## config.mk

```make
export PLATFORM = sky130hd
export DESIGN_NAME = fec_igr_top
export DESIGN_NICKNAME = d
export VERILOG_FILES = /design/src/fec_pkg.sv /design/src/fec_decode.sv /design/src/fec_encode.sv /design/src/fec_err_inject.sv /design/src/fec_igr_top.sv /design/src/igr_demux.sv /design/src/pipe_stage.sv
export SDC_FILE = /design/constraint.sdc
export NUM_CORES = 2
export LEC_CHECK = 0
export BUFFER_PORTS_ARGS = -buffer_cell sky130_fd_sc_hd__buf_2
export CAP_MARGIN = 30
export CORE_ASPECT_RATIO = 2
export CORE_MARGIN = 10
export CORE_UTILIZATION = 33
export CTS_CLUSTER_DIAMETER = 40
export CTS_CLUSTER_SIZE = 40
export DETAILED_ROUTE_END_ITERATION = 8
export GPL_TIMING_DRIVEN = 0
export PLACE_DENSITY_LB_ADDON = 0.25
export SYNTH_ARGS = -nofsm -noshare
export SYNTH_HDL_FRONTEND = slang
export SYNTH_SLANG_ARGS = --single-unit
```

## constraint.sdc

```tcl
create_clock -name clk -period 39.9 [get_ports clk]
set_input_delay 7.98 -clock clk [delete_from_list [all_inputs] [get_ports clk]]
set_output_delay 7.98 -clock clk [all_outputs]
set_load 0.005 [all_outputs]
```

## src/fec_pkg.sv

```systemverilog
package fec_pkg;

    // ------------------------------------------------------------------
    // stream widths.
    // ------------------------------------------------------------------
    localparam int data_wid = 64;           // one data word per beat.
    localparam int keep_wid = data_wid / 8;
    localparam int id_wid   = 4;
    localparam int dest_wid = 2;
    localparam int user_wid = 8;

    // type code carried in tdest.
    typedef enum logic [dest_wid-1:0] {
        port_phy0 = 2'd0,
        port_phy1 = 2'd1,
        port_vf0  = 2'd2,   // host-bound traffic.
        port_vf1  = 2'd3
    } port_typ_e;

    // ------------------------------------------------------------------
    // stream beat and code word.
    // ------------------------------------------------------------------
    typedef struct packed {
        logic [data_wid-1:0] tdata;
        logic [keep_wid-1:0] tkeep;
        logic [id_wid-1:0]   tid;
        logic [dest_wid-1:0] tdest;
        logic [user_wid-1:0] tuser;
        logic                tlast;
    } axis_beat_t;

    // a parity word has its xor in beat.tdata and all else zero.
    typedef struct packed {
        axis_beat_t beat;
        logic       is_parity;
    } fec_word_t;

    // width of a beat position index within a block of k beats.
    function automatic int loc_wid(input int k);
        return (k > 1) ? $clog2(k) : 1;
    endfunction

endpackage : fec_pkg

```

## src/fec_decode.sv

```systemverilog
`timescale 1ns/1ps

module fec_decode #(
    parameter int FEC_K = 4
) (
    input  logic                                clk,
    input  logic                                rst_n,
    input  fec_pkg::fec_word_t                  in_word,
    input  logic                                in_valid,
    output logic                                in_ready,
    input  logic                                dec_en,
    input  logic [fec_pkg::loc_wid(FEC_K)-1:0]  err_loc_dec,
    output fec_pkg::axis_beat_t                 out_beat,
    output logic                                out_valid,
    input  logic                                out_ready
);
    import fec_pkg::*;

    localparam int LOC_WID = loc_wid(FEC_K);
    localparam int WR_WID  = $clog2(FEC_K + 1);    // counts up to FEC_K.

    axis_beat_t          blk_mem [FEC_K];   // data beats of one block.
    logic [WR_WID-1:0]   wr_cnt;
    logic [LOC_WID-1:0]  rd_cnt;
    logic [data_wid-1:0] syndrome;          // xor of data and parity.
    logic                draining;
    logic                in_xfer;
    logic                out_xfer;

    assign in_ready  = !draining;   // no new block while draining.
    assign in_xfer   = in_valid && in_ready;
    assign out_xfer  = out_valid && out_ready;
    assign out_valid = draining;

    // ------------------------------------------------------------------
    // fill side.
    // ------------------------------------------------------------------
    always_ff @(posedge clk) begin
        if (in_xfer && !in_word.is_parity) begin
            blk_mem[LOC_WID'(wr_cnt)] <= in_word.beat;
        end
    end

    always_ff @(posedge clk or negedge rst_n) begin
        if (!rst_n) begin
            wr_cnt   <= '0;
            rd_cnt   <= '0;
            syndrome <= '0;
            draining <= 1'b0;
        end else if (!draining) begin
            if (in_xfer) begin
                syndrome <= syndrome ^ in_word.beat.tdata;
                if (in_word.is_parity) begin
                    wr_cnt   <= '0;
                    draining <= 1'b1;   // block complete.
                end else begin
                    wr_cnt <= wr_cnt + 1'b1;
                end
            end
        end else if (out_xfer) begin
            if (rd_cnt == LOC_WID'(FEC_K - 1)) begin
                rd_cnt   <= '0;
                syndrome <= '0;
                draining <= 1'b0;
            end else begin
                rd_cnt <= rd_cnt + 1'b1;
            end
        end
    end

    // ------------------------------------------------------------------
    // drain side. rebuild one beat from the syndrome.
    // ------------------------------------------------------------------
    always_comb begin
        out_beat = blk_mem[rd_cnt];
        if (dec_en && (rd_cnt == err_loc_dec)) begin
            out_beat.tdata = blk_mem[rd_cnt].tdata ^ syndrome;
        end
    end

    // framing from the encoder: parity exactly after FEC_K data words.
    a_block_frame: assert property (@(posedge clk) disable iff (!rst_n)
        in_xfer |-> (in_word.is_parity == (wr_cnt == WR_WID'(FEC_K))))
        else $error("fec_decode: parity word out of place");

endmodule : fec_decode

```

## src/fec_encode.sv

```systemverilog
`timescale 1ns/1ps

module fec_encode #(
    parameter int FEC_K = 4
) (
    input  logic                 clk,
    input  logic                 rst_n,
    input  fec_pkg::axis_beat_t  in_beat,
    input  logic                 in_valid,
    output logic                 in_ready,
    output fec_pkg::fec_word_t   out_word,
    output logic                 out_valid,
    input  logic                 out_ready
);
    import fec_pkg::*;

    localparam int LOC_WID = loc_wid(FEC_K);

    logic [LOC_WID-1:0]  beat_cnt;     // data beats taken in this block.
    logic [data_wid-1:0] par_acc;      // running xor of tdata.
    logic                par_pend;     // parity word is being offered.
    logic                in_xfer;
    logic                last_beat;

    assign in_xfer   = in_valid && in_ready;
    assign last_beat = (beat_cnt == LOC_WID'(FEC_K - 1));

    // ------------------------------------------------------------------
    // output mux. data passes through, parity is inserted.
    // ------------------------------------------------------------------
    assign in_ready  = !par_pend && out_ready;
    assign out_valid = par_pend || in_valid;

    always_comb begin
        out_word = '0;
        if (par_pend) begin
            out_word.is_parity  = 1'b1;
            out_word.beat.tdata = par_acc;
        end else begin
            out_word.beat = in_beat;
        end
    end

    // ------------------------------------------------------------------
    // block counter and parity accumulator.
    // ------------------------------------------------------------------
    always_ff @(posedge clk or negedge rst_n) begin
        if (!rst_n) begin
            beat_cnt <= '0;
            par_acc  <= '0;
            par_pend <= 1'b0;
        end else if (par_pend) begin
            if (out_ready) begin
                par_pend <= 1'b0;
                par_acc  <= '0;     // start next block.
            end
        end else if (in_xfer) begin
            par_acc <= par_acc ^ in_beat.tdata;
            if (last_beat) begin
                beat_cnt <= '0;
                par_pend <= 1'b1;
            end else begin
                beat_cnt <= beat_cnt + 1'b1;
            end
        end
    end

    // the block's last beat is followed by a parity cycle with no input taken.
    a_parity_slot: assert property (@(posedge clk) disable iff (!rst_n)
        in_xfer && last_beat |=> out_valid && out_word.is_parity && !in_xfer)
        else $error("fec_encode: input accepted in parity cycle");

endmodule : fec_encode

```

## src/fec_err_inject.sv

```systemverilog
`timescale 1ns/1ps

module fec_err_inject #(
    parameter int FEC_K = 4
) (
    input  logic                                clk,
    input  logic                                rst_n,
    input  fec_pkg::fec_word_t                  in_word,
    input  logic                                in_valid,
    output logic                                in_ready,
    input  logic                                err_inj_en,
    input  logic [fec_pkg::loc_wid(FEC_K)-1:0]  err_loc_inj,
    input  logic [fec_pkg::data_wid-1:0]        err_pat,
    output fec_pkg::fec_word_t                  out_word,
    output logic                                out_valid,
    input  logic                                out_ready
);
    import fec_pkg::*;

    localparam int LOC_WID = loc_wid(FEC_K);

    logic [LOC_WID-1:0] beat_cnt;  // data position within the block.

    assign in_ready  = out_ready;
    assign out_valid = in_valid;

    always_comb begin
        out_word = in_word;
        if (err_inj_en && !in_word.is_parity && (beat_cnt == err_loc_inj)) begin
            out_word.beat.tdata = in_word.beat.tdata ^ err_pat;
        end
    end

    always_ff @(posedge clk or negedge rst_n) begin
        if (!rst_n) begin
            beat_cnt <= '0;
        end else if (in_valid && in_ready) begin
            // parity closes the block.
            beat_cnt <= in_word.is_parity ? '0 : beat_cnt + 1'b1;
        end
    end

endmodule : fec_err_inject

```

## src/fec_igr_top.sv

```systemverilog
`timescale 1ns/1ps

module fec_igr_top #(
    parameter int NUM_PORTS = 2,   // number of ingress lanes.
    parameter int FEC_K     = 4    // data beats per block.
) (
    input  logic                                clk,
    input  logic                                rst_n,

    input  fec_pkg::axis_beat_t                 in_beat   [NUM_PORTS],
    input  logic [NUM_PORTS-1:0]                in_valid,
    output logic [NUM_PORTS-1:0]                in_ready,

    output fec_pkg::axis_beat_t                 out_beat  [NUM_PORTS],
    output logic [NUM_PORTS-1:0]                out_valid,
    input  logic [NUM_PORTS-1:0]                out_ready,

    output fec_pkg::axis_beat_t                 c2h_beat  [NUM_PORTS],
    output logic [NUM_PORTS-1:0]                c2h_valid,
    input  logic [NUM_PORTS-1:0]                c2h_ready,

    input  logic                                force_c2h,
    input  logic                                err_inj_en,
    input  logic [fec_pkg::loc_wid(FEC_K)-1:0]  err_loc_inj,
    input  logic [fec_pkg::data_wid-1:0]        err_pat,
    input  logic                                dec_en,
    input  logic [fec_pkg::loc_wid(FEC_K)-1:0]  err_loc_dec
);
    import fec_pkg::*;

    for (genvar i = 0; i < NUM_PORTS; i++) begin : g_port
        axis_beat_t dmx_fec_beat, dmx_c2h_beat, enc_in_beat;
        logic       dmx_fec_valid, dmx_fec_ready;
        logic       dmx_c2h_valid, dmx_c2h_ready;
        logic       enc_in_valid, enc_in_ready;
        fec_word_t  enc_word, inj_in_word, inj_out_word;
        logic       enc_valid, enc_ready;
        logic       inj_in_valid, inj_in_ready;
        logic       inj_out_valid, inj_out_ready;

        // --------------------------------------------------------------
        // path select and card-to-host output.
        // --------------------------------------------------------------
        igr_demux u_igr_demux (
            .clk       (clk),
            .rst_n     (rst_n),
            .in_beat   (in_beat[i]),
            .in_valid  (in_valid[i]),
            .in_ready  (in_ready[i]),
            .force_c2h (force_c2h),
            .fec_beat  (dmx_fec_beat),
            .fec_valid (dmx_fec_valid),
            .fec_ready (dmx_fec_ready),
            .c2h_beat  (dmx_c2h_beat),
            .c2h_valid (dmx_c2h_valid),
            .c2h_ready (dmx_c2h_ready)
        );

        pipe_stage #(.T(axis_beat_t)) u_c2h_pipe (
            .clk (clk), .rst_n (rst_n),
            .in_data  (dmx_c2h_beat), .in_valid  (dmx_c2h_valid), .in_ready  (dmx_c2h_ready),
            .out_data (c2h_beat[i]),  .out_valid (c2h_valid[i]),  .out_ready (c2h_ready[i])
        );

        // --------------------------------------------------------------
        // fec loop. encode, inject, decode.
        // --------------------------------------------------------------
        pipe_stage #(.T(axis_beat_t)) u_enc_pipe (
            .clk (clk), .rst_n (rst_n),
            .in_data  (dmx_fec_beat), .in_valid  (dmx_fec_valid), .in_ready  (dmx_fec_ready),
            .out_data (enc_in_beat),  .out_valid (enc_in_valid),  .out_ready (enc_in_ready)
        );

        fec_encode #(.FEC_K(FEC_K)) u_fec_encode (
            .clk (clk), .rst_n (rst_n),
            .in_beat  (enc_in_beat), .in_valid  (enc_in_valid), .in_ready  (enc_in_ready),
            .out_word (enc_word),    .out_valid (enc_valid),    .out_ready (enc_ready)
        );

        pipe_stage #(.T(fec_word_t)) u_word_pipe (
            .clk (clk), .rst_n (rst_n),
            .in_data  (enc_word),    .in_valid  (enc_valid),    .in_ready  (enc_ready),
            .out_data (inj_in_word), .out_valid (inj_in_valid), .out_ready (inj_in_ready)
        );

        fec_err_inject #(.FEC_K(FEC_K)) u_fec_err_inject (
            .clk         (clk),
            .rst_n       (rst_n),
            .in_word     (inj_in_word),
            .in_valid    (inj_in_valid),
            .in_ready    (inj_in_ready),
            .err_inj_en  (err_inj_en),
            .err_loc_inj (err_loc_inj),
            .err_pat     (err_pat),
            .out_word    (inj_out_word),
            .out_valid   (inj_out_valid),
            .out_ready   (inj_out_ready)
        );

        fec_decode #(.FEC_K(FEC_K)) u_fec_decode (
            .clk         (clk),
            .rst_n       (rst_n),
            .in_word     (inj_out_word),
            .in_valid    (inj_out_valid),
            .in_ready    (inj_out_ready),
            .dec_en      (dec_en),
            .err_loc_dec (err_loc_dec),
            .out_beat    (out_beat[i]),
            .out_valid   (out_valid[i]),
            .out_ready   (out_ready[i])
        );
    end : g_port

endmodule : fec_igr_top

```

## src/igr_demux.sv

```systemverilog
`timescale 1ns/1ps

module igr_demux (
    input  logic                 clk,
    input  logic                 rst_n,
    input  fec_pkg::axis_beat_t  in_beat,
    input  logic                 in_valid,
    output logic                 in_ready,
    input  logic                 force_c2h,
    output fec_pkg::axis_beat_t  fec_beat,
    output logic                 fec_valid,
    input  logic                 fec_ready,
    output fec_pkg::axis_beat_t  c2h_beat,
    output logic                 c2h_valid,
    input  logic                 c2h_ready
);
    import fec_pkg::*;

    logic in_pkt;       // inside a packet, path is locked.
    logic sel_c2h;      // locked path of the current packet.
    logic sel_now;

    // first beat decides, later beats follow the locked choice.
    assign sel_now = in_pkt ? sel_c2h : ((in_beat.tdest == port_vf0) || force_c2h);

    assign fec_beat  = in_beat;
    assign c2h_beat  = in_beat;
    assign fec_valid = in_valid && !sel_now;
    assign c2h_valid = in_valid && sel_now;
    assign in_ready  = sel_now ? c2h_ready : fec_ready;

    always_ff @(posedge clk or negedge rst_n) begin
        if (!rst_n) begin
            in_pkt  <= 1'b0;
            sel_c2h <= 1'b0;
        end else if (in_valid && in_ready) begin
            in_pkt <= !in_beat.tlast;
            if (!in_pkt) begin
                sel_c2h <= sel_now;
            end
        end
    end

endmodule : igr_demux

```

## src/pipe_stage.sv

```systemverilog
`timescale 1ns/1ps

module pipe_stage #(
    parameter type T = fec_pkg::axis_beat_t
) (
    input  logic clk,
    input  logic rst_n,
    input  T     in_data,
    input  logic in_valid,
    output logic in_ready,
    output T     out_data,
    output logic out_valid,
    input  logic out_ready
);

    T     skid_data;
    logic skid_valid;
    logic out_free;     // output register can take a new entry.

    assign in_ready = !skid_valid;  // registered, no path from out_ready.
    assign out_free = !out_valid || out_ready;

    always_ff @(posedge clk or negedge rst_n) begin
        if (!rst_n) begin
            out_valid  <= 1'b0;
            skid_valid <= 1'b0;
        end else if (out_free) begin
            out_valid  <= skid_valid || in_valid;
            skid_valid <= 1'b0;
        end else if (in_valid && in_ready) begin
            skid_valid <= 1'b1;     // output stalled, park the beat.
        end
    end

    // payload registers.
    always_ff @(posedge clk) begin
        if (out_free) begin
            out_data <= skid_valid ? skid_data : in_data;
        end else if (in_valid && in_ready) begin
            skid_data <= in_data;
        end
    end

    a_out_stable: assert property (@(posedge clk) disable iff (!rst_n)
        out_valid && !out_ready |=> out_valid && $stable(out_data))
        else $error("pipe_stage: output changed while stalled");

endmodule : pipe_stage

```

==> results.md <==
Layout:
- The number of nets in the layout is 6211.
- The final core utilization is 39.13%.
- The area growth from synthesis to layout is 18.03%.
- The post-route netlist has 33.13% of its cells at a drive strength greater than 1.

Yosys:
- After synthesis, the share of flip-flops with an asynchronous set or reset is 14.34%.
- The number of enable flip-flop cells after synthesis is 1744.
- The synthesized area divided by synthesized cell count is 16.65 sq um.
- The synthesized netlist contains 35 unique library cells.
- The proportion of netlist area held by the largest area contributor is 62.11%.
- The post-synthesis cell area is 84320 sq um.
- The most used flip-flop cell after synthesis is sky130_fd_sc_hd__edfxtp_1.
- The most numerous cell in the Yosys netlist is sky130_fd_sc_hd__edfxtp_1.
- The total nets after synthesis is 5330.
- The register area share after synthesis is 70.77%.
- Synthesis produced a netlist whose cell count is 5065.
- The commonest cells after synthesis are sky130_fd_sc_hd__edfxtp_1 (1744), sky130_fd_sc_hd__mux2_2 (656), sky130_fd_sc_hd__nand2_1 (603).
- The yosys synthesis warning count is 0.
- Sorting the synthesized cells by area gives the leading types as sky130_fd_sc_hd__edfxtp_1 (62%), sky130_fd_sc_hd__mux2_2 (8.8%), sky130_fd_sc_hd__dfrtp_1 (8.7%).
- sky130_fd_sc_hd__edfxtp_1 takes more of the synthesized area than any other cell.
- The synthesized design contains 2036 register bits.

Detailed routing:
- The number of remaining DRC errors is 0.
- The first detailed-routing pass ran for 5 iterations.
- The final wirelength is 231.3 mm.
- The detailed router finished its first iteration with 2474 violations.
- The detail route stage leaves a number of antenna-violating nets equal to 0.
- The vias per cell is 4.874.
- Summing over every cut layer, the via total after detailed routing is 45840.
- In the final routed layout, each cell accounts on average for 24.60 um.

CTS:
- In this run, post-CTS repair resized a total of 0 instances.
- The number of buffers on the longest clock path is 4.
- The deepest level of the CTS H-tree is 4.
- Clock latency on the worst-skew pair, taken at its later pin, is 850 ps.
- The number of buffers created by CTS is 180.
- The count of hold buffers inserted by post-cts repair is 0.
- TritonCTS built the clock tree.
- Post-CTS timing repair inserted 0 buffers for setup.
- For this design, the sink count on the clock tree is 2036.
- Clock-pin slew was measured on the worst setup and hold paths at 70 ps.
- The master cell of the clock root buffer is sky130_fd_sc_hd__clkbuf_16.

STA:
- Setup violations remaining at the end of the flow were counted as 0.
- The normalized max-slew margin is 30.90%.
- The clock skew after layout is 54.94 ps.
- The worst-margin pin slew is 1027 ps.
- The setup TNS after final layout is 0 ps.
- The period utilization is 47.10%.
- The fmax is 0.05321 GHz.
- The number of failing hold endpoints at the final stage is 0.
- The number of pins exceeding their max-slew limit in the final report is 0.
- Setup repair after global routing left no endpoint under its margin.
- The final worst slack is 21110 ps.
- The shortest clock period the worst path allows after layout is 18790 ps.

Global routing:
- The total congestion overflow after global routing is 0.
- The number of antenna violations at the first check in global routing came to 17.
- The global-route wire length before repair is 336.6 mm.
- Global routing used 16.35% of the available tracks across all layers.
- The largest net degree at the start of global routing is 92.
- The number of global-route vias before repair was 49000.

Hold path:
- The classification of the worst-slack hold path is reg -> reg.

Power and ir drop:
- The power per unit of standard cell area is 63.51 nW/um^2.
- The post-route total power is 0.006321 W.
- The leakage power of the design is 34.42 nW.
- VDD sags by at most 0.00004637 V.

Worst setup path:
- The arrival time of data at the critical path endpoint is 10810 ps.
- The kind of capture point of the worst setup path is an output port.
- The maximum fanout along the worst path is 10.
- The kind of launch point of the worst setup path is a primary input.
- The count of buffer and inverter cells on the critical path is 4.
- The family of cells with the greatest summed delay on the critical path is buffers and inverters.
- The class of the most critical setup path is in -> out.
- The worst endpoint required time is 31920 ps.
- On the critical path, the stage with the largest delay is an instance of sky130_fd_sc_hd__xnor2_1.
- The stage delay of the slowest cell on the critical path is 740 ps.
- Traced cell by cell, the critical path runs through buf_2 > xnor2_1 > and3_1 > clkbuf_1 > buf_1 > nand2_1 > xnor2_1 > buf_2.

Floorplan:
- The width of the chip is 377.4 um.
- The die footprint is 277400 sq um.
- The floorplan has 262 rows.
- The boundary pin count is 607.
- The effective utilization at floorplan is 33.15%.
- The height of the die is 734.9 um.
- The area of the core region is 254400 sq um.

Placed design:
- Detailed placement finished with a half-perimeter wire length of 174.3 mm.
- The routability-driven placement congestion ratio is 0.8030.
- Buffers placed on the I/O ports in this run total 606.
- The pre-CTS setup slack is 20930 ps.

Run status:
- The flow ran to the end, and the final reports show no timing, DRC or antenna violations.

Flow run:
- The max-cap violation count is 0.
cell usage in the layout (no fill, tap or decap), drive strengths merged:
cell type / instances
edfxtp: 1744
buf: 789
mux2: 656
nand2: 603
clkbuf: 374
dfrtp: 292
o21ai: 268
mux2i: 264
mux4: 174
nor2: 146
nand2b: 141
xnor2: 132
xor2: 132
inv: 68
nor4b: 64
nor4: 63
clkinv: 57
nor2b: 50
diode: 16
ha: 12
and2: 10
nor3: 9
clkinvlp: 8
bufinv: 6
nand3: 4
a21oi: 4
nand3b: 3
and3: 2
o31ai: 2
o31a: 2
o21bai: 2
a22o: 2
or3b: 2
a21o: 2
o22ai: 2
final timing paths:
kind | startpoint | endpoint | slack, ps | cells past startpoint
worst max-delay path | err_loc_dec[1] | out_beat[147] | 21110 | 8
worst min register to register | g_port[1].u_fec_decode.syndrome[61] | g_port[1].u_fec_decode.syndrome[61] | 470 | 1
min in group asynchronous | rst_n | g_port[1].u_fec_decode.syndrome[45] | 7110 | 1
worst max register to register | g_port[0].u_fec_encode.par_pend | g_port[0].u_enc_pipe.skid_data[30] | 36210 | 8
worst min-delay path | g_port[1].u_fec_decode.syndrome[61] | g_port[1].u_fec_decode.syndrome[61] | 470 | 1
max in group asynchronous | rst_n | g_port[0].u_fec_decode.syndrome[2] | 31400 | 3
per-stage QoR:
| stage | instances | area, sq um | hold slack (ps) |
|---|---|---|---|
| after global routing | 9390 | 99490 | 490.1 |
| after CTS | 9388 | 99480 | 479.0 |
| after floorplan | 5065 | 84320 | 445.0 |
| after detailed placement | 9063 | 93140 | 466.6 |
| final | 9405 | 99530 | 473.8 |
| after global placement | 8971 | 91480 | 459.7 |
cell families (layout without fill, tap and decap cells):
logic type	Yosys count	in the layout	share of synthesized area, %
adder cells (fa/ha/maj)	12	12	0.1781
multiplexers	1094	1094	16.54
flip-flops	2036	2036	70.77
buffers and inverters	278	1302	1.350
AND/OR/NAND/NOR	1097	1097	6.691
AO/OA/AOI/OAI	284	284	1.724
XOR/XNOR	264	264	2.742
other	0	16	0
per-layer routing:
| metal | GRT usage [%] | up-vias | share of wire, % |
|---|---|---|---|
| li1 | - | 20830 | - |
| met1 | 19.23 | 23490 | 39 |
| met2 | 29.57 | 1226 | 52 |
| met3 | 3.499 | 288 | 6.0 |
| met4 | 4.955 | 2 | 2.9 |
| met5 | 0 | - | 0.0039 |
power by group:
group	internal, W	switching, W
clock network	0.000947	0.000917
logic	0.000629	0.000965
registers	0.00270	0.000166
final cells by class:
cell class	instances	area [sq um]
antenna	16	40.04
inverter	6	22.52
sequential	2036	59680
multi-input combinational	2751	23640
tap	3300	4129
fill	23500	154900
clock buffer	192	4643
timing repair buffer	699	4563
buffer	272	1116
clock inverter	133	1693
state kept, by name (all words and copies together), names as in the netlist, 128 cells and up:
signal	flops
g_port.u_enc_pipe.out_data	174
g_port.u_fec_decode.blk_mem	696
g_port.u_word_pipe.skid_data	176
g_port.u_enc_pipe.skid_data	174
g_port.u_fec_decode.syndrome	128
g_port.u_c2h_pipe.out_data	174
g_port.u_c2h_pipe.skid_data	174
g_port.u_fec_encode.par_acc	128
g_port.u_word_pipe.out_data	176
Note: power is estimated with default switching activity, not from simulation.
